### config.mk
export PLATFORM = sky130hd
export DESIGN_NAME = apbHostPort
export DESIGN_NICKNAME = d
export VERILOG_FILES = /design/src/logic/vsaIsaPkg.sv /design/src/logic/vsaBusPkg.sv /design/src/logic/apbHostPort.sv
export SDC_FILE = /design/constraint.sdc
export NUM_CORES = 1
export LEC_CHECK = 0
export CELL_PAD_IN_SITES_DETAIL_PLACEMENT = 0
export CELL_PAD_IN_SITES_GLOBAL_PLACEMENT = 1
export CORE_UTILIZATION = 34
export CTS_BUF_LIST = sky130_fd_sc_hd__clkbuf_16
export CTS_CLUSTER_SIZE = 20
export DETAILED_ROUTE_END_ITERATION = 12
export DONT_BUFFER_PORTS = 1
export PLACE_DENSITY = 0.76
export SLEW_MARGIN = 30
export SYNTH_ARGS = -nofsm -noshare
export SYNTH_HDL_FRONTEND = slang
export SYNTH_SLANG_ARGS = --single-unit
### constraint.sdc
create_clock -name clock -period 1.06 [get_ports clock]
set_clock_uncertainty 0.15 [all_clocks]
set_input_delay 0.159 -clock clock [delete_from_list [all_inputs] [get_ports clock]]
set_output_delay 0.159 -clock clock [all_outputs]
set_load 0.005 [all_outputs]
### src/logic/vsaIsaPkg.sv
// ISA of the 16-bit core; R0 reads zero, 12-bit PC, opcode 6 and unknown func codes are no-ops
package vsaIsaPkg;

    typedef logic [15:0] instrWord;   // one instruction word
    typedef logic [15:0] dataWord;    // register or memory value
    typedef logic [11:0] pcAddr;      // byte address, bit 0 always 0
    typedef logic [1:0]  regIdx;      // R0..R3
    typedef logic [8:0]  immField;    // I-format immediate, signed

    // major opcode, top three bits of the word
    typedef enum logic [2:0] {
        LW    = 3'd0,
        SW    = 3'd1,
        BEQZ  = 3'd2,
        ALUOP = 3'd3,   // R-format, func selects the operation
        ADDI  = 3'd4,
        SUBI  = 3'd5,
        HALT  = 3'd7    // stops the core until the next start
    } opcodeE;

    // R-format function field
    typedef enum logic [6:0] {
        ADD = 7'd0,
        SUB = 7'd1,
        AND = 7'd2,
        OR  = 7'd3,
        XOR = 7'd4,
        SRL = 7'd5      // logical shift right by one
    } funcE;

    // R-format: opcode, src1, src2, dest, func
    typedef struct packed {
        opcodeE op;
        regIdx  rs1;
        regIdx  rs2;
        regIdx  rd;
        funcE   func;
    } rInstr;

    // I-format: opcode, src1, dest, immediate
    typedef struct packed {
        opcodeE  op;
        regIdx   rs1;
        regIdx   rd;     // also the store data source for SW
        immField imm;
    } iInstr;

    // core FSM, IF..WB is the classic five-step sequence
    typedef enum logic [2:0] {
        IDLE,
        IF,
        ID,
        EX,
        MEM,
        WB,
        HALTED
    } coreStateE;

endpackage

### src/logic/vsaBusPkg.sv
// memory and host bus types; one request in flight per requester, host map has memory below 0x8000
package vsaBusPkg;

    localparam int memDepth = 2048;   // halfwords in the unified memory

    typedef logic [$clog2(memDepth)-1:0] memIdx;   // word address
    typedef logic [15:0] apbAddr;                  // host byte address

    // internal request, held until ready is seen
    typedef struct packed {
        logic              valid;
        logic              write;
        memIdx             addr;
        vsaIsaPkg::dataWord wdata;
    } memReq;

    // ready pulses one cycle, rdata valid with it on reads
    typedef struct packed {
        logic              ready;
        vsaIsaPkg::dataWord rdata;
    } memRsp;

    typedef struct packed {
        logic              psel;
        logic              penable;
        logic              pwrite;
        apbAddr            paddr;
        vsaIsaPkg::dataWord pwdata;
    } apbReq;

    typedef struct packed {
        logic              pready;
        vsaIsaPkg::dataWord prdata;
        logic              pslverr;
    } apbRsp;

    // host address map
    localparam apbAddr ctrlBase       = 16'h8000;   // first control address
    localparam apbAddr ctrlRunAddr    = 16'h8000;   // write bit 0 = 1 to start
    localparam apbAddr ctrlStatusAddr = 16'h8002;   // bit 0 halted, bit 1 running

endpackage

### src/logic/apbHostPort.sv
// APB slave; paddr bits 14..12 alias in memory space, start is a pulse one cycle after the write
module apbHostPort (
    input  logic             clock,
    input  logic             rstN,
    input  vsaBusPkg::apbReq apbI,
    output vsaBusPkg::apbRsp apbO,
    output vsaBusPkg::memReq memReqO,
    input  vsaBusPkg::memRsp memRspI,
    output logic             start,
    input  logic             halted,
    input  logic             running
);

    logic               access;      // APB access phase
    logic               isCtrl;      // paddr bit 15 set
    logic               runHit;
    logic               statHit;
    logic               xferDone;    // memory transfer already answered
    vsaIsaPkg::dataWord statusReg;

    assign access = apbI.psel && apbI.penable;
    assign isCtrl = (apbI.paddr >= vsaBusPkg::ctrlBase);
    assign runHit = (apbI.paddr == vsaBusPkg::ctrlRunAddr);
    assign statHit = (apbI.paddr == vsaBusPkg::ctrlStatusAddr);

    // one request per transfer, held until ready
    always_comb begin
        memReqO.valid = access && !isCtrl && !xferDone;
        memReqO.write = apbI.pwrite;
        memReqO.addr = apbI.paddr[11:1];   // byte to word address
        memReqO.wdata = apbI.pwdata;
    end

    always_comb begin
        apbO = '0;
        if (access && isCtrl) begin
            apbO.pready = 1'b1;   // control answers at once
            apbO.pslverr = !(runHit || statHit);
            if (statHit && !apbI.pwrite) apbO.prdata = statusReg;
        end else if (access) begin
            apbO.pready = memRspI.ready;
            if (!apbI.pwrite) apbO.prdata = memRspI.rdata;
        end
    end

    always_ff @(posedge clock) begin
        if (!rstN) begin
            start <= 1'b0;
            xferDone <= 1'b0;
            statusReg <= '0;
        end else begin
            start <= access && runHit && apbI.pwrite && apbI.pwdata[0];
            statusReg <= {14'd0, running, halted};
            // stays set if the master lingers in the access phase
            if (!access) xferDone <= 1'b0;
            else if (!isCtrl && memRspI.ready) xferDone <= 1'b1;
        end
    end

endmodule

Word-level counts from Yosys, hierarchy flattened
Index checks and enable logic that the tools add are counted.

word-level totals
  register bits after elaboration = 18
  input bits = 56

cells by class
  order comparisons = 1
  equality and inequality tests = 2
  mux-type cells = 5
  reductions and logical operators = 15

operator list
  cell                    number
  $mux W17                2
  $eq A16 B16 Y1 const B  2
  $mux W16                2
  $ge A16 B16 Y1 const B  1
  $logic_and A1 B1 Y1     9
  $logic_not A1 Y1        4
  $reduce_and A2 Y1       1
  $logic_or A1 B1 Y1      1
  $mux W1                 1

Depth between registers and ports, before layout
  depth in word-level cells = 4
  mapped depth = 4
  gate-level depth less buffers = 3

Worst setup path before layout
Ideal clock, no wire load.

  kind = input -> output
  start = in apbI[25] (netlist bit)
  end = out apbO[1] (netlist bit)
  arrival = 0.764 ns
  data required time = 0.751 ns
  setup slack = -0.013 ns
  stages = 3
  path buffers = 0
  cell sequence = nor4_2 -> nand4_2 -> o21ai_1

RTL lines
  item         line              text
  from (decl)  apbHostPort.sv:5  input vsaBusPkg::apbReq apbI,
  to (decl)    apbHostPort.sv:6  output vsaBusPkg::apbRsp apbO,

==> out/qor.txt <==
DR vias -> 424
Gpl congestion -> 0.639
Worst-path clk slew -> 0.03 ns
# rows -> 14
Fin nets -> 118
Most common cell in the synthesized netlist -> buf_4
Post-synth EDFFs -> 0
Layout cell share with drive strength beyond 1 -> 28.3%
Clk buf depth -> 2
Hold Path Stages -> 4
Synth top cells by count -> buf_4 (28), and2_1 (17), dfxtp_1 (4)
Clock Root Buffer -> clkbuf_16
WP data arrival -> 0.80 ns
Post-Syn Nets -> 130
F_max -> 0.903 GHz
Vias in the first global route -> 373
Leak -> 0.233 nW
Yosys warns -> 0
Pwr dens -> 1340 mW/mm^2
# diodes -> 0
Setup TNS after final layout -> -0.116 ns
Total GRT Usage -> 12.1%
Maxcap violations -> 0
Largest net degree at the start of global routing -> 17
Iteration-0 DRC Markers -> 13
Clk sinks -> 4
Crit. Startpoint -> apbI[25]
Grt ovf -> 0
Area Growth Syn to Fin -> 3.81%
Minimum clock period -> 1.11 ns
Relative slew slack -> 86.0%
Worst skew pair latency -> 0.22 ns
Die Y -> 43.7 um
Hold_ws -> 0.112 ns
Ys flop type -> dfxtp_1
Die Width -> 43.7 um
TritonCTS clock tree -> yes
Worst Tran Pin Value -> 0.209 ns
Input/output buffers -> 0
Maximum vdd drop -> 1.03 mV
RSZ-0062 raised after global routing -> true
Post-synthesis sequential area ratio -> 13.5%
Req. time, crit path -> 0.75 ns
CTS H-tree lvls -> 1
Count of final hold-check violations -> 0
Ys async rst share -> 0%
Initial Util -> 38.0%
Worst r2r path cells -> 2
Core area -> 0.00156 sq mm
Count of final setup violators -> 3
HP Class -> input port to register
Max FO, Critical Path -> 4
Mapped Cells -> 74
Status -> finished, violations left
Syn Area/Cell -> 8.00 sq um
Vias per inst -> 5.58
Synthesized area -> 592 sq um
Failing checks -> DRC, setup timing
TritonCTS buffer count -> 3
RR Startpoint -> xferDone$_SDFFE_PN0P_
Drt first pass iters -> 8
Tcrit/Tclk final -> 104%
Max-slew violation count -> 0
Pre-CTS setup slack -> -0.103 ns
Crit end category -> output pin
DR DRC count -> 8
WL/cell -> 17.3 um
Post-synth top area share -> 35.5%
Startpoint types -> input port
Setup Crit Path Kind -> input port to output pin
Area contributors post-synth -> buf_4 (36%), and2_1 (18%), dfxtp_1 (14%)
PnR worst setup slack -> -0.0468 ns
First-pass GRT wire length -> 1610 um
Hold_sp -> apbI[21]
Number of distinct library cells after synthesis -> 20
Area leader, netlist -> buf_4
IO Pins -> 104
ANT nets after route -> 0
#FFs+latches synth -> 4
Number of antenna violations at the first check in global routing -> 0
Die ar. -> 0.00191 sq mm
Final WL -> 1320 um
-- final cells by class --
cell class	count	area (sq um)
multi-input combinational	41	328
sequential	4	80.1
clock buffer	3	75.1
inverter	1	3.75
timing repair buffer	11	108
tap	16	20.0
fill	156	945
-- kinds of logic after synthesis --
group / Yosys count / share of synthesized area, %
DFF: 4 / 13.5
buffers and inverters: 30 / 38.1
and+or+nand+nor: 37 / 45.9
AOI/OAI and AO/OA: 3 / 2.54
-- final timing paths --
| check | end | slack (ns) |
|---|---|---|
| hold reg to reg | xferDone$_SDFFE_PN0P_ | 0.35 |
| hold / removal | start$_SDFF_PN0_ | 0.11 |
| setup reg to reg | xferDone$_SDFFE_PN0P_ | 0.33 |
| setup / recovery | apbO[0] | -0.05 |
-- placed cells by master (no fill, tap or decap), drive strengths merged --
master | netlist | final
a21oi | 1 | 1
and2 | 17 | 17
and3 | 1 | 1
and4bb | 1 | 2
buf | 29 | 1
clkbuf | 0 | 3
dfxtp | 4 | 4
dlygate4sd3 | 0 | 10
inv | 1 | 1
nand2 | 3 | 3
nand3 | 3 | 3
nand3b | 1 | 1
nand4 | 1 | 1
nor2 | 3 | 3
nor2b | 1 | 1
nor3 | 3 | 3
nor4 | 2 | 2
nor4b | 1 | 1
o21ai | 2 | 2
-- routing by layer --
layer	GRT usage (%)	vias up	wire (um)
li1	-	190	-
met1	11.6	189	496
met2	18.8	43	635
met3	10.4	2	185
met4	4.38	0	2
met5	0	-	0
-- worst max-delay path, cell delays in order --
cell	delay, ns
nor4_4	0.26
nand4_2	0.19
and2_4	0.19
-- registers in the layout, summed over array words and instances, names as in the netlist --
signal / count
statusReg: 2
xferDone: 1
start: 1
-- through the flow --
step                instances  util (%)  power (W)  cell area, sq um
floorplan                  74         -   0.000287               592
global placement           61      25.0   0.000204               390
detailed placement         61      25.0   0.000205               390
CTS                        75      38.3   0.000831               597
global route               76      39.4   0.000868               614
finish                     76      39.4   0.000825               614
-- report_power, final --
group	internal [W]	switching (W)	total, W
clock network	0.000482	0.000103	0.000585
logic	0.0000537	0.0000281	0.0000817
registers	0.000156	0.00000167	0.000158
total	0.000692	0.000133	0.000825
-- repair_timing --
action                                  4_1_cts  5_1_grt
cloned                                        0        1
pin swaps                                     1        2
hold buffers                                 10        0
resized for setup                             5        1
endpoints found under the setup margin        4       19
buffers inserted                              1        0
hold endpoints to repair                      4        0
Power figures use the tool's default switching activity.
