--- config.mk ---
export PLATFORM = sky130hd
export DESIGN_NAME = memArbiter
export DESIGN_NICKNAME = d
export VERILOG_FILES = /design/src/logic/vsaIsaPkg.sv /design/src/logic/vsaBusPkg.sv /design/src/logic/memArbiter.sv
export SDC_FILE = /design/constraint.sdc
export NUM_CORES = 1
export LEC_CHECK = 0
export ABC_CLOCK_PERIOD_IN_PS = 1430
export BUFFER_PORTS_ARGS = -buffer_cell sky130_fd_sc_hd__buf_2
export CAP_MARGIN = 20
export CORE_ASPECT_RATIO = 2
export CORE_UTILIZATION = 27
export DETAILED_ROUTE_END_ITERATION = 6
export GPL_ROUTABILITY_DRIVEN = 0
export PLACE_DENSITY = 0.82
export SLEW_MARGIN = 10
export SYNTH_ARGS = -nofsm -noshare
export SYNTH_HDL_FRONTEND = slang
export SYNTH_SLANG_ARGS = --single-unit
export TNS_END_PERCENT = 1
--- constraint.sdc ---
create_clock -name clock -period 1.43 [get_ports clock]
set_input_delay 0.2145 -clock clock [delete_from_list [all_inputs] [get_ports clock]]
set_output_delay 0.2145 -clock clock [all_outputs]
set_load 0.05 [all_outputs]
--- src/logic/vsaIsaPkg.sv ---
// ISA of the 16-bit core; R0 reads zero, 12-bit PC, opcode 6 and unknown func codes are no-ops
package vsaIsaPkg;

    typedef logic [15:0] instrWord;   // one instruction word
    typedef logic [15:0] dataWord;    // register or memory value
    typedef logic [11:0] pcAddr;      // byte address, bit 0 always 0
    typedef logic [1:0]  regIdx;      // R0..R3
    typedef logic [8:0]  immField;    // I-format immediate, signed

    // major opcode, top three bits of the word
    typedef enum logic [2:0] {
        LW    = 3'd0,
        SW    = 3'd1,
        BEQZ  = 3'd2,
        ALUOP = 3'd3,   // R-format, func selects the operation
        ADDI  = 3'd4,
        SUBI  = 3'd5,
        HALT  = 3'd7    // stops the core until the next start
    } opcodeE;

    // R-format function field
    typedef enum logic [6:0] {
        ADD = 7'd0,
        SUB = 7'd1,
        AND = 7'd2,
        OR  = 7'd3,
        XOR = 7'd4,
        SRL = 7'd5      // logical shift right by one
    } funcE;

    // R-format: opcode, src1, src2, dest, func
    typedef struct packed {
        opcodeE op;
        regIdx  rs1;
        regIdx  rs2;
        regIdx  rd;
        funcE   func;
    } rInstr;

    // I-format: opcode, src1, dest, immediate
    typedef struct packed {
        opcodeE  op;
        regIdx   rs1;
        regIdx   rd;     // also the store data source for SW
        immField imm;
    } iInstr;

    // core FSM, IF..WB is the classic five-step sequence
    typedef enum logic [2:0] {
        IDLE,
        IF,
        ID,
        EX,
        MEM,
        WB,
        HALTED
    } coreStateE;

endpackage

--- src/logic/vsaBusPkg.sv ---
// memory and host bus types; one request in flight per requester, host map has memory below 0x8000
package vsaBusPkg;

    localparam int memDepth = 2048;   // halfwords in the unified memory

    typedef logic [$clog2(memDepth)-1:0] memIdx;   // word address
    typedef logic [15:0] apbAddr;                  // host byte address

    // internal request, held until ready is seen
    typedef struct packed {
        logic              valid;
        logic              write;
        memIdx             addr;
        vsaIsaPkg::dataWord wdata;
    } memReq;

    // ready pulses one cycle, rdata valid with it on reads
    typedef struct packed {
        logic              ready;
        vsaIsaPkg::dataWord rdata;
    } memRsp;

    typedef struct packed {
        logic              psel;
        logic              penable;
        logic              pwrite;
        apbAddr            paddr;
        vsaIsaPkg::dataWord pwdata;
    } apbReq;

    typedef struct packed {
        logic              pready;
        vsaIsaPkg::dataWord prdata;
        logic              pslverr;
    } apbRsp;

    // host address map
    localparam apbAddr ctrlBase       = 16'h8000;   // first control address
    localparam apbAddr ctrlRunAddr    = 16'h8000;   // write bit 0 = 1 to start
    localparam apbAddr ctrlStatusAddr = 16'h8002;   // bit 0 halted, bit 1 running

endpackage

--- src/logic/memArbiter.sv ---
// two-requester round-robin arbiter; one access in flight, each occupies the RAM for two cycles
module memArbiter (
    input  logic             clock,
    input  logic             rstN,
    input  vsaBusPkg::memReq coreReq,
    output vsaBusPkg::memRsp coreRsp,
    input  vsaBusPkg::memReq hostReq,
    output vsaBusPkg::memRsp hostRsp,
    output vsaBusPkg::memReq ramReq,
    input  vsaBusPkg::memRsp ramRsp
);

    typedef enum logic {
        IDLE,
        BUSY     // waiting for RAM ready
    } arbStateE;

    arbStateE state;
    logic     lastHost;   // last grant, and the owner while busy
    logic     anyValid;
    logic     pickHost;

    assign anyValid = coreReq.valid || hostReq.valid;
    // host wins when alone or when the core had the last turn
    assign pickHost = hostReq.valid && (!coreReq.valid || !lastHost);

    // forward the winner for the single idle cycle
    always_comb begin
        ramReq = pickHost ? hostReq : coreReq;
        ramReq.valid = (state == IDLE) && anyValid;
    end

    // response only to the owner
    always_comb begin
        coreRsp = '0;
        hostRsp = '0;
        if (state == BUSY) begin
            if (lastHost) hostRsp = ramRsp;
            else coreRsp = ramRsp;
        end
    end

    always_ff @(posedge clock) begin
        if (!rstN) begin
            state <= IDLE;
            lastHost <= 1'b0;
        end else begin
            case (state)
                IDLE: begin
                    if (anyValid) begin
                        lastHost <= pickHost;
                        state <= BUSY;
                    end
                end
                BUSY: begin
                    if (ramRsp.ready) state <= IDLE;   // requester drops valid next
                end
                default: state <= IDLE;
            endcase
        end
    end

endmodule

Word-level counts from Yosys, hierarchy flattened
Index checks and enable logic that the tools add are counted.
{"block": "word_totals", "register_bits": 2, "out_inout_bits": 63, "wordCells": 18}
{"block": "op_classes", "muxes": 8, "n_bitwise": 1, "reduce_logical": 7}
{"op": "17-bit two-way mux", "count": 4}
{"op": "28-bit two-way mux", "count": 1}
{"op": "1-bit logical AND", "count": 2}
{"op": "1-bit logical NOT", "count": 2}
{"op": "1-bit logical OR", "count": 2}
{"op": "1-bit two-way mux", "count": 2}
{"op": "1-bit one-hot mux with 2 select lines", "count": 1}
{"op": "2-bit AND reduction", "count": 1}
{"op": "1-bit inverter", "count": 1}

Depth between registers and ports, before layout
{"block": "depth", "depth_word": 4, "ltp_mapped": 4, "depth_no_buf": 2}

Worst setup path before layout
OpenSTA, ideal clock, no wires.
{"block": "synth_timing", "kind": "register to output", "from": "register lastHost", "to": "output hostRsp[10] (netlist name)", "t_arrival_ns": 1.239, "t_required_ns": 1.216, "path_slack_ns": -0.024, "path_stages_with_launch": 4, "path_buffers": 2, "path_cell_list": "dfxtp_1 -> clkbuf_1 -> clkbuf_1 -> and3_1"}
{"element": "from (decl)", "line": "memArbiter.sv:19", "rtl": "logic lastHost;"}
{"element": "from (signal assigned)", "line": "memArbiter.sv:51", "rtl": "lastHost <= pickHost;"}
{"element": "to (decl)", "line": "memArbiter.sv:8", "rtl": "output vsaBusPkg::memRsp hostRsp,"}

==> flow_metrics.py <==
metrics = {
    "run_status": {
        "status": "finished, violations left",
        "violations": "negative setup slack",
    },
    "pwr": {
        "p_leak_nw": 1.15,
        "power.density_nw_per_um2": 724,
        "finalPower_mw": 1.39,
        "vdd_drop_max_v": 0.000618,
    },
    "critical_path": {
        "cp.required_ps": 1220,
        "cp_data_arrival_time_ps": 1430,
        "path_cells": "a21boi_4, buf_6, mux2_4, buf_8",
        "path_buf_inv": 2,
        "path_max_fanout": 10,
        "rr_endpoint": "state",
        "start_kind": "flop",
        "r2r-start": "state",
        "critPathMaxStageDelay_ps": 330,
        "slowest_stage": "dfxtp_2",
        "worst-setup-path-type": "flop to primary output",
        "r2r_slack_ps": 490,
        "critPathTopFamily": "buffers and inverters",
        "reg2reg_depth": 2,
        "cp-end-kind": "primary output",
    },
    "routing": {
        "viasPerCell": 4.83,
        "drt-total-wl_um": 4560,
        "wl_met1_um": 1450,
        "postRouteAntennaNets": 0,
        "dr.pass1.iters": 2,
        "wl_per_cell_um": 18.2,
        "drc": 0,
        "route.vias.total": 1212,
        "top_layer_used": "met4",
        "dr_wl_met3_um": 783,
        "wl_met2_um": 2300,
        "drtIter0Drc": 21,
    },
    "synthesis": {
        "yosys.area.top_type": "mux2_4",
        "syn-num-nets": 158,
        "ys_seq_area_frac": 0.0515,
        "syn_inst": 81,
        "yosysWarnings": 0,
        "synth_seq_cells": 2,
        "yosys-top-cells-area": "mux2_4, and2_1, and3_1",
        "post_synth.cell_area_avg_sq_um": 9.59,
        "synthesis.area_sq_um": 777,
        "ys_types": 16,
        "netlist.area_leader.share": 0.386,
    },
    "sta": {
        "period_needed_ps": 1650,
        "worst_slew_pin_slew_ps": 252,
        "slew_headroom": 0.833,
        "worst_slack_ps": -216,
        "setup_tns_ps": -5730,
        "setup_viol": 45,
        "rsz0062_at_grt": "yes",
        "whs_ps": 239,
        "fmax_mhz": 607,
        "finalHoldViolCount": 0,
        "period_share": 1.15,
        "drv_slew": 0,
        "finClkSkew_ps": 2.58,
    },
    "final_layout": {
        "n_antenna_cell": 0,
        "layout-drive-gt1-share": 0.824,
        "area_growth_pct": 147,
        "utilization": 0.701,
        "nets": 301,
    },
    "worst_hold_path": {
        "min_path_type": "input port to flop",
        "min_path_cells": 2,
        "min_from": "rstN",
        "worstHoldEndpoint": "lastHost",
    },
    "global_routing": {
        "grt_max_degree": 23,
        "antenna_found_initial": 0,
        "grt_pass1_wl_um": 6030,
        "grt_overflow_total": 0,
        "grt_pass1_vias": 1289,
        "grt.total_usage": 0.280,
    },
    "cts": {
        "clockBufferDepth": 2,
        "path_clk_slew_ps": 30,
        "cts_htree_levels": 1,
        "cts_hold_buffers": 0,
        "clock-sinks": 2,
        "cts_buffers": 3,
        "worst_skew_pair.late_latency_ps": 220,
        "cts_tree": "built",
        "clockRootBuffer": "clkbuf_8",
    },
    "floorplanning": {
        "die_height_um": 77.9,
        "floorplan.initialDensity": 0.284,
        "rows": 27,
        "top_level_ports": 140,
        "die-area_sq_um": 3110,
        "core-area_sq_um": 2740,
        "die-width_um": 39.9,
    },
    "placed_design": {
        "dp_hpwl_um": 3430,
        "place_ws_ps": -90.5,
        "port_buffers": 139,
    },
    "job": {
        "maxCapViolCount": 0,
    },
}
==> layout make-up <==
type,count,area (sq um)
multi-input combinational,71,698
sequential,2,41.3
tap,29,36.3
clock buffer,3,41.3
fill,231,817
timing repair buffer,146,1100
==> repair_timing <==
action | 4_1_cts | 5_1_grt
gates resized for setup | 109 | 16
endpoints found under the setup margin | 61 | 55
setup buffers | 2 | 0
pin swaps | 1 | 2
gates cloned | 1 | 0
==> sequential cells by signal, indices dropped and copies added, names as in the netlist <==
name	count
lastHost	1
state	1
==> worst register-to-register path, cell delays in order (launching register included) <==
cell and delay, ps:
dfxtp_1 300, buf_6 160, o311a_1 350
==> layer usage <==
metal | up-vias | GRT usage
met5 | - | 0
met4 | 0 | 0.0517
met3 | 2 | 0.146
met2 | 110 | 0.505
met1 | 530 | 0.255
li1 | 570 | -
==> how the worst max path moves through the flow <==
stage                            from     endpoint  slack (ps)  depth (start not counted)
final                        lastHost   ramReq[17]        -220                          4
after global routing         lastHost   ramReq[17]        -240                          4
after CTS                    lastHost    ramReq[9]        -280                          5
after detailed placement     lastHost   coreRsp[5]         -90                          3
after global placement    coreReq[28]    ramReq[5]         -70                          5
after floorplan              lastHost  hostRsp[11]         -20                          3
==> cells in the mapped netlist, drive strengths merged <==
library cell	number
and2b	1
o311a	1
and3	17
mux2	28
o211a	1
nand3b	1
a21boi	1
nor2	2
nor2b	1
and2	17
buf	3
nand2	1
clkbuf	5
dfxtp	2
==> through the flow <==
step	area (sq um)	instances
6_report	1920	251
2_1_floorplan	778	81
3_3_place_gp	1510	247
4_1_cts	1920	253
5_1_grt	1920	251
3_5_place_dp	1510	247
==> power by group <==
group          leakage, nW  internal (mW)  switching [mW]
registers           0.0170         0.0619         0.00509
clock network       0.0216          0.179          0.0528
logic                 1.11          0.449           0.643
==> placed cells by master, fill, tap and decap left out, types with 2 or more instances in the layout <==
cell type	synthesis	routed
and2_1	17	15
and2_4	0	2
and3_1	17	16
buf_2	0	77
buf_4	0	14
buf_6	1	45
buf_8	0	4
clkbuf_4	0	6
clkbuf_8	0	3
mux2_2	8	4
mux2_4	20	24
nor2_1	2	2
==> cell families (layout without fill, tap and decap cells) <==
logic type,Yosys count,in the layout,synth area share
compound gates,3,3,0.0403
mux,28,28,0.502
flops,2,2,0.0515
buf+inv,8,149,0.0902
simple gates,40,40,0.316
Power figures use the tool's default switching activity.
