==> src/logic/vsaIsaPkg.sv <==
// ISA of the 16-bit core; R0 reads zero, 12-bit PC, opcode 6 and unknown func codes are no-ops
package vsaIsaPkg;

    typedef logic [15:0] instrWord;   // one instruction word
    typedef logic [15:0] dataWord;    // register or memory value
    typedef logic [11:0] pcAddr;      // byte address, bit 0 always 0
    typedef logic [1:0]  regIdx;      // R0..R3
    typedef logic [8:0]  immField;    // I-format immediate, signed

    // major opcode, top three bits of the word
    typedef enum logic [2:0] {
        LW    = 3'd0,
        SW    = 3'd1,
        BEQZ  = 3'd2,
        ALUOP = 3'd3,   // R-format, func selects the operation
        ADDI  = 3'd4,
        SUBI  = 3'd5,
        HALT  = 3'd7    // stops the core until the next start
    } opcodeE;

    // R-format function field
    typedef enum logic [6:0] {
        ADD = 7'd0,
        SUB = 7'd1,
        AND = 7'd2,
        OR  = 7'd3,
        XOR = 7'd4,
        SRL = 7'd5      // logical shift right by one
    } funcE;

    // R-format: opcode, src1, src2, dest, func
    typedef struct packed {
        opcodeE op;
        regIdx  rs1;
        regIdx  rs2;
        regIdx  rd;
        funcE   func;
    } rInstr;

    // I-format: opcode, src1, dest, immediate
    typedef struct packed {
        opcodeE  op;
        regIdx   rs1;
        regIdx   rd;     // also the store data source for SW
        immField imm;
    } iInstr;

    // core FSM, IF..WB is the classic five-step sequence
    typedef enum logic [2:0] {
        IDLE,
        IF,
        ID,
        EX,
        MEM,
        WB,
        HALTED
    } coreStateE;

endpackage

==> src/logic/vsaBusPkg.sv <==
// memory and host bus types; one request in flight per requester, host map has memory below 0x8000
package vsaBusPkg;

    localparam int memDepth = 2048;   // halfwords in the unified memory

    typedef logic [$clog2(memDepth)-1:0] memIdx;   // word address
    typedef logic [15:0] apbAddr;                  // host byte address

    // internal request, held until ready is seen
    typedef struct packed {
        logic              valid;
        logic              write;
        memIdx             addr;
        vsaIsaPkg::dataWord wdata;
    } memReq;

    // ready pulses one cycle, rdata valid with it on reads
    typedef struct packed {
        logic              ready;
        vsaIsaPkg::dataWord rdata;
    } memRsp;

    typedef struct packed {
        logic              psel;
        logic              penable;
        logic              pwrite;
        apbAddr            paddr;
        vsaIsaPkg::dataWord pwdata;
    } apbReq;

    typedef struct packed {
        logic              pready;
        vsaIsaPkg::dataWord prdata;
        logic              pslverr;
    } apbRsp;

    // host address map
    localparam apbAddr ctrlBase       = 16'h8000;   // first control address
    localparam apbAddr ctrlRunAddr    = 16'h8000;   // write bit 0 = 1 to start
    localparam apbAddr ctrlStatusAddr = 16'h8002;   // bit 0 halted, bit 1 running

endpackage

==> src/logic/vsaCore.sv <==
// multicycle core; fetch and LW/SW wait on memory ready, HALT parks the core until start
module vsaCore (
    input  logic              clock,
    input  logic              rstN,
    input  logic              start,     // one-cycle pulse from host
    output vsaBusPkg::memReq  memReqO,
    input  vsaBusPkg::memRsp  memRspI,
    output logic              halted,
    output logic              running
);

    vsaIsaPkg::coreStateE state;
    vsaIsaPkg::pcAddr     pc;
    vsaIsaPkg::pcAddr     npc;        // pc + 2, captured in IF
    vsaIsaPkg::instrWord  ir;
    vsaIsaPkg::dataWord   a;          // first ALU operand
    vsaIsaPkg::dataWord   b;          // second operand, also store data
    vsaIsaPkg::dataWord   aluOut;     // result or memory / branch address
    vsaIsaPkg::dataWord   lmd;        // load data
    logic                 cond;       // BEQZ taken
    logic                 wbEn;       // WB writes the register file
    vsaIsaPkg::dataWord   regFile [4];

    vsaIsaPkg::rInstr     rFmt;
    vsaIsaPkg::iInstr     iFmt;
    vsaIsaPkg::dataWord   immExt;
    vsaIsaPkg::dataWord   aluNext;
    logic                 condNext;
    logic                 wbNext;
    logic                 memRef;     // LW or SW
    vsaIsaPkg::regIdx     wbIdx;
    vsaIsaPkg::dataWord   wbData;

    // same word seen through both formats
    assign rFmt = vsaIsaPkg::rInstr'(ir);
    assign iFmt = vsaIsaPkg::iInstr'(ir);
    assign immExt = {{7{iFmt.imm[8]}}, iFmt.imm};   // sign from bit 8
    assign memRef = (rFmt.op == vsaIsaPkg::LW) || (rFmt.op == vsaIsaPkg::SW);

    assign halted = (state == vsaIsaPkg::HALTED);
    assign running = (state != vsaIsaPkg::IDLE) && (state != vsaIsaPkg::HALTED);

    // ALU and write-back decision, registered in EX
    always_comb begin
        aluNext = aluOut;
        condNext = 1'b0;
        wbNext = 1'b0;
        case (rFmt.op)
            vsaIsaPkg::LW: begin
                aluNext = a + immExt;
                wbNext = 1'b1;
            end
            vsaIsaPkg::SW: aluNext = a + immExt;
            vsaIsaPkg::BEQZ: begin
                aluNext = {4'd0, npc} + {immExt[14:0], 1'b0};   // word offset
                condNext = (a == '0);
            end
            vsaIsaPkg::ALUOP: begin
                wbNext = 1'b1;
                case (rFmt.func)
                    vsaIsaPkg::ADD: aluNext = a + b;
                    vsaIsaPkg::SUB: aluNext = a - b;
                    vsaIsaPkg::AND: aluNext = a & b;
                    vsaIsaPkg::OR:  aluNext = a | b;
                    vsaIsaPkg::XOR: aluNext = a ^ b;
                    vsaIsaPkg::SRL: aluNext = {1'b0, a[15:1]};
                    default:        wbNext = 1'b0;   // unknown func is a no-op
                endcase
            end
            vsaIsaPkg::ADDI: begin
                aluNext = a + immExt;
                wbNext = 1'b1;
            end
            vsaIsaPkg::SUBI: begin
                aluNext = a - immExt;
                wbNext = 1'b1;
            end
            default: ;   // opcode 6 and HALT change nothing here
        endcase
    end

    // R-format writes rd, I-format writes the second field
    assign wbIdx = (rFmt.op == vsaIsaPkg::ALUOP) ? rFmt.rd : iFmt.rd;
    assign wbData = (rFmt.op == vsaIsaPkg::LW) ? lmd : aluOut;

    // fetch in IF, data access in MEM for LW/SW only
    always_comb begin
        memReqO = '0;
        if (state == vsaIsaPkg::IF) begin
            memReqO.valid = 1'b1;
            memReqO.addr = pc[11:1];
        end else if (state == vsaIsaPkg::MEM && memRef) begin
            memReqO.valid = 1'b1;
            memReqO.write = (rFmt.op == vsaIsaPkg::SW);
            memReqO.addr = aluOut[11:1];
            memReqO.wdata = b;
        end
    end

    // control state and register file
    always_ff @(posedge clock) begin
        if (!rstN) begin
            state <= vsaIsaPkg::IDLE;
            pc <= '0;
            wbEn <= 1'b0;
            regFile <= '{default: '0};
        end else begin
            case (state)
                vsaIsaPkg::IDLE, vsaIsaPkg::HALTED: begin
                    if (start) begin
                        pc <= '0;   // registers keep their values
                        state <= vsaIsaPkg::IF;
                    end
                end
                vsaIsaPkg::IF: begin
                    if (memRspI.ready) state <= vsaIsaPkg::ID;
                end
                vsaIsaPkg::ID: state <= vsaIsaPkg::EX;
                vsaIsaPkg::EX: begin
                    wbEn <= wbNext;
                    if (rFmt.op == vsaIsaPkg::HALT) state <= vsaIsaPkg::HALTED;
                    else state <= vsaIsaPkg::MEM;
                end
                vsaIsaPkg::MEM: begin
                    if (!memRef || memRspI.ready) begin   // stall on LW/SW
                        if (rFmt.op == vsaIsaPkg::BEQZ && cond) pc <= aluOut[11:0];
                        else pc <= npc;
                        state <= vsaIsaPkg::WB;
                    end
                end
                vsaIsaPkg::WB: begin
                    if (wbEn && wbIdx != 2'd0) regFile[wbIdx] <= wbData;   // R0 stays 0
                    state <= vsaIsaPkg::IF;
                end
                default: state <= vsaIsaPkg::IDLE;
            endcase
        end
    end

    // datapath registers
    always_ff @(posedge clock) begin
        if (state == vsaIsaPkg::IF && memRspI.ready) begin
            ir <= memRspI.rdata;
            npc <= pc + 12'd2;
        end
        if (state == vsaIsaPkg::ID) begin
            a <= regFile[rFmt.rs1];
            b <= regFile[rFmt.rs2];   // rs2 and I-format dest share bits
        end
        if (state == vsaIsaPkg::EX) begin
            aluOut <= aluNext;
            cond <= condNext;
        end
        if (state == vsaIsaPkg::MEM && memRspI.ready) lmd <= memRspI.rdata;
    end

endmodule

==> config.mk <==
export PLATFORM = sky130hd
export DESIGN_NAME = vsaCore
export DESIGN_NICKNAME = d
export VERILOG_FILES = /design/src/logic/vsaIsaPkg.sv /design/src/logic/vsaBusPkg.sv /design/src/logic/vsaCore.sv
export SDC_FILE = /design/constraint.sdc
export NUM_CORES = 1
export LEC_CHECK = 0
export ABC_CLOCK_PERIOD_IN_PS = 5000
export BUFFER_PORTS_ARGS = -buffer_cell sky130_fd_sc_hd__buf_2
export CAP_MARGIN = 20
export CORE_ASPECT_RATIO = 0.9
export CORE_UTILIZATION = 45
export CTS_BUF_LIST = sky130_fd_sc_hd__clkbuf_4
export DETAILED_ROUTE_END_ITERATION = 8
export PLACE_DENSITY_LB_ADDON = 0.15
export REMOVE_ABC_BUFFERS = 1
export SLEW_MARGIN = 20
export SYNTH_ARGS = -nofsm -noshare
export SYNTH_HDL_FRONTEND = slang
export SYNTH_SLANG_ARGS = --single-unit
==> constraint.sdc <==
create_clock -name clock -period 5 [get_ports clock]
set_input_delay 0.25 -clock clock [delete_from_list [all_inputs] [get_ports clock]]
set_output_delay 0.25 -clock clock [all_outputs]
set_load 0.03 [all_outputs]
# After elaboration in Yosys (flattened, before gate mapping)
# Index checks and enable logic that the tools add are counted.
# W data, S select, Z words.
[totals] output_inout_bits=31 reg_bits=173 wordCells=107 input_bits=20
[op_classes] n_mux=29 eq_ne=22 n_bitwise=6 n_addsub=6 magnitude_cmp=4 n_reduce_logical=26
[ops] operator="$mux W16" n=7
[ops] operator="$pmux W16 S6" n=1
[ops] operator="$bmux W16 S2" n=2
[ops] operator="$bwmux W64" n=1
[ops] operator="$pmux W16 S4" n=1
[ops] operator="$mux W12" n=3
[ops] operator="$add A16 B16 Y16" n=2
[ops] operator="$demux W16 S2" n=1
[ops] operator="$sub A16 B16 Y16" n=2
[ops] operator="$mux W29" n=1
[ops] operator="$pmux W12 S2" n=1
[ops] operator="$eq A3 B3 Y1 const B" n=6
[ops] operator="$pmux W3 S6" n=1
[ops] operator="$and A16 B16 Y16" n=1
[ops] operator="$logic_not A16 Y1" n=1
[ops] operator="$or A16 B16 Y16" n=1
[ops] operator="$xor A16 B16 Y16" n=1
[ops] operator="$add A13 B10 Y14" n=1
[ops] operator="$eq A7 B2 Y1 const B" n=2
[ops] operator="$eq A7 B3 Y1 const B" n=2
[ops] operator="$add A12 B2 Y12 const B" n=1
[ops] operator="$eq A3 B2 Y1 const B" n=4
[ops] operator="$mux W11" n=1
[ops] operator="$ge A3 B3 Y1 const B" n=3
[ops] operator="25 further kinds" n=46

# Longest topological paths before layout
[depth] ltp_word=8 ltp_mapped=15 ltp_nobuf=14

# Worst setup path after synthesis
# Ideal clock, no wire load.
[synth_path] path_type="register -> register" from="register ir[3], in the netlist iFmt[3]" to="register aluOut[15] (data pin)" stages_incl_launch_ff=13 required_ns=4.720 setup_slack_ns=1.366 arrival_time_ns=3.354 setup_time_ns=0.280 path_buffers=1 path_cell_list="edfxtp_1 or4_4 nor3b_2 clkbuf_1 a21oi_1 xnor2_1 ha_1 or4_1 o22ai_1 o21ai_0 xnor2_1 a221oi_1 o221ai_1"
[synth_between] elab_chain_len=3 word_cells_on_any_way=11
[synth_rtl] item="from (decl)" line="vsaCore.sv:15" text="vsaIsaPkg::instrWord ir;"
[synth_rtl] item="from (signal assigned)" line="vsaCore.sv:143" text="ir <= memRspI.rdata;"
[synth_rtl] item="branches (longest 2 deep; another with $sub A16 B16 Y16)"
[synth_rtl] item="$pmux W16 S4 *" line="vsaCore.sv:48" text="case (rFmt.op)"
[synth_rtl] item="named net aluNext[15]" line="vsaCore.sv:27" text="vsaIsaPkg::dataWord aluNext;"
[synth_rtl] item="to (signal assigned)" line="vsaCore.sv:151" text="aluOut <= aluNext;"
[synth_rtl] item="to (decl)" line="vsaCore.sv:18" text="vsaIsaPkg::dataWord aluOut;"
# Mark *: on every way through the listed nets, which the timed path passes.
# A chain may end at the register's enable or synchronous reset.

# Final worst setup path
[layout_path] from="register ir[3], in the netlist iFmt[3]" to="register aluOut[10] (data pin)"
# Same word-level chain as after synthesis.

==> results.tsv <==
metric	value	unit
status	finished, final reports clean	
Setup Buffers After CTS	0	
clock share of power	29.1	%
routed len/inst	22.48	microns
Setup Skew	50.00	ps
count leader, synth	nand2_1	
final count of hold timing violations	0	
Layout fillers	2211	
RSZ-0062 raised after global routing	no	
Placed Area	11530	sq um
Worst setup EP type	register	
Main synth FF type	edfxtp_1	
Critical path origin	iFmt[3]	
total negative setup slack	0	ps
global-route wire length before repair	50020	microns
Post-Syn Area	10960	sq um
cell taking the most area after synthesis	edfxtp_1	
Starting Density	46.41	%
Reg power frac	50.8	%
DRC errors left	0	
root buf cell	clkbuf_4	
synth top area cells	edfxtp_1 25%, dfxtp_1 15%, ha_1 9.1%, mux4_2 6.6%, o211a_1 4.5%	
GRT Overall Usage	26.69	%
Tcrit/Tclk final	78.65	%
die area	24970	sq um
antenna violations before repair	2	
Slew headroom	29.38	%
routability cong.	0.9370	
max_cap viols	0	
antenna-violating nets left	0	
HPWL reported at the end of detailed placement	23390	microns
DRT Pass-1 Iters	5	
fin. max-slew vios	0	
Min Hold Slack	55.57	ps
synth warn	0	
CTS Buf Count	17	
worst-path fanout max	12	
Routed WL	32400	microns
Vias/cell	6.080	
f_max	254.3	MHz
Pint	2.086	mW
Clock Sinks	173	
EDFF count, synth	93	
nets@finish	1228	
post-cts resize count	0	
hold_buf cts	17	
largest net degree at the start of global routing	81	
Die Height	150.0	microns
CTS max path bufs	2	
fin area	12050	sq um
DIE WIDTH	166.5	microns
Post-Synthesis Cells	1076	
Worst Hold Class	input port to register	
Pleak	5.217	nW
async set-or-reset flop fraction in the synthesized netlist	0	%
sequential area share after synthesis	40.11	%
Skew-Pair Late Insertion Delay	620	ps
Commonest cells post-synth	105 x nand2_1, 93 x edfxtp_1, 80 x dfxtp_1, 80 x ha_1, 75 x a21oi_1	
worst-path cell chain	or4_4 > nor3b_2 > buf_4 > nor2_1 > xnor2_1 > ha_1 > nand3_1 > a2bb2oi_1 > a21oi_1 > a211oi_1 > a31o_2 > a211oi_1 > a2bb2oi_1	
port bufs	50	
Yosys top cell area share	25.49	%
vias in the first global route	8376	
Pwr Density	266.4	nW/um^2
syn avg cell area	10.18	sq um
First DRT Iteration DRCs	784	
endpoints failing setup	0	
Clock transition at path regs	200	ps
CP Data Arrival Time	4410	ps
switching power	1.125	mW
worst reg2reg path startpoint	iFmt[3]	
hold path startpoint	memRspI[16]	
Remaining Overflow, GRT	0	
Max VDD drop	0.1786	mV
TritonCTS clock tree	yes	
H-tree depth	4	
vias	8761	
worst slew pin tran	1057	ps
Rows	53	
Layout area overhead	10.02	%
Top Ports	51	
Yosys reg bits	173	
crit path launch type	register	
CP max stage cell	or4_4	
Synth cell types	67	
core area	23610	sq um
Final Util	51.05	%
Comb power frac	20.1	%
crit-path max cell delay	600	ps
Sw Ratio	35.03	%
crit path kind	register to register	
layout cells sized above 1	13.53	%
Total Power	3.211	mW
Critical Path RT	5480	ps
fin crit period	3933	ps
[placed cells by master, fill, tap and decap left out, types with 10 or more instances in the layout]
cell type / n
edfxtp_1: 93
xor2_1: 10
a21o_1: 14
and2_1: 38
a211oi_1: 10
nand2_1: 105
nor3_1: 12
o211a_1: 49
nand2b_1: 14
nand3_1: 21
nor2b_1: 22
dlygate4sd3_1: 17
buf_4: 24
mux4_2: 32
buf_2: 50
a31oi_1: 10
nor2_1: 50
mux2i_1: 18
a21oi_1: 72
a22o_1: 13
clkbuf_4: 17
dfxtp_1: 80
ha_1: 80
o21ai_0: 45
xnor2_1: 52
inv_1: 49
[layer usage]
metal | wire length, microns | vias to the layer above | track usage (%) | part of all wire, %
met4 | 651 | 2 | 8.102 | 2.0
met2 | 14450 | 288 | 41.32 | 45
met1 | 15240 | 4329 | 37.68 | 47
met3 | 2052 | 53 | 5.237 | 6.3
li1 | - | 4089 | - | -
met5 | 10 | - | 0 | 0.031
[registers in the layout (all words and copies together), names as in the netlist]
signal,count
iFmt,16
npc,12
cond,1
state,3
wbEn,1
a,16
pc,12
b,16
lmd,16
aluOut,16
regFile,64
[power groups by stage]
| stage | Sequential [mW] | Combinational, mW | Clock (mW) |
|---|---|---|---|
| 5_1_grt | 1.64 | 0.717 | 1.00 |
| 6_report | 1.63 | 0.647 | 0.933 |
| 3_5_place_dp | 1.66 | 0.626 | 0 |
| 3_3_place_gp | 1.66 | 0.628 | 0 |
| 4_1_cts | 1.63 | 0.640 | 0.953 |
| 2_1_floorplan | 1.63 | 0.454 | 0 |
[cell families (layout without fill, tap and decap cells)]
kind of cell / Yosys count / count (layout) / synth area share (%)
multiplexers: 50 / 50 / 8.223
buffers and inverters: 110 / 172 / 3.940
other: 0 / 1 / 0
AND/OR/NAND/NOR: 308 / 308 / 14.30
adder cells (fa/ha/maj): 83 / 83 / 9.685
XOR/XNOR: 62 / 62 / 4.957
flip-flops: 173 / 173 / 40.11
AO/OA/AOI/OAI: 290 / 290 / 18.79
[per-stage QoR]
step	worst slack, ps	std cells
CTS	1077	1440
detailed placement	1114	1391
global route	743.9	1441
finish	1067	1441
floorplan	1359	1015
global placement	1034	1391
[worst max-delay path, delay by kind of cell, from the launching register on]
family	cells	cell delay, ps
compound gates	6	1480
simple gates	4	980
flops	1	530
fa+ha+maj	1	440
buf+inv	1	230
xor+xnor	1	140
[cell type report]
cell class,count,area [sq um],area share (%)
Multi-Input combinational cell,793,6148,51.01
Sequential cell,173,4394,36.46
Timing Repair Buffer,91,600.6,4.983
Tap cell,302,377.9,3.135
Clock inverter,15,217.7,1.806
Inverter,49,183.9,1.526
Clock buffer,17,127.6,1.059
Antenna cell,1,2.502,0.02076
[final timing paths]
check,slack (ps),endpoint,cells after the start
max,1070,aluOut[10],13
min,60,state[0],4
max reg2reg,1070,aluOut[10],13
min reg2reg,460,npc[0],0
Power figures use the tool's default switching activity.
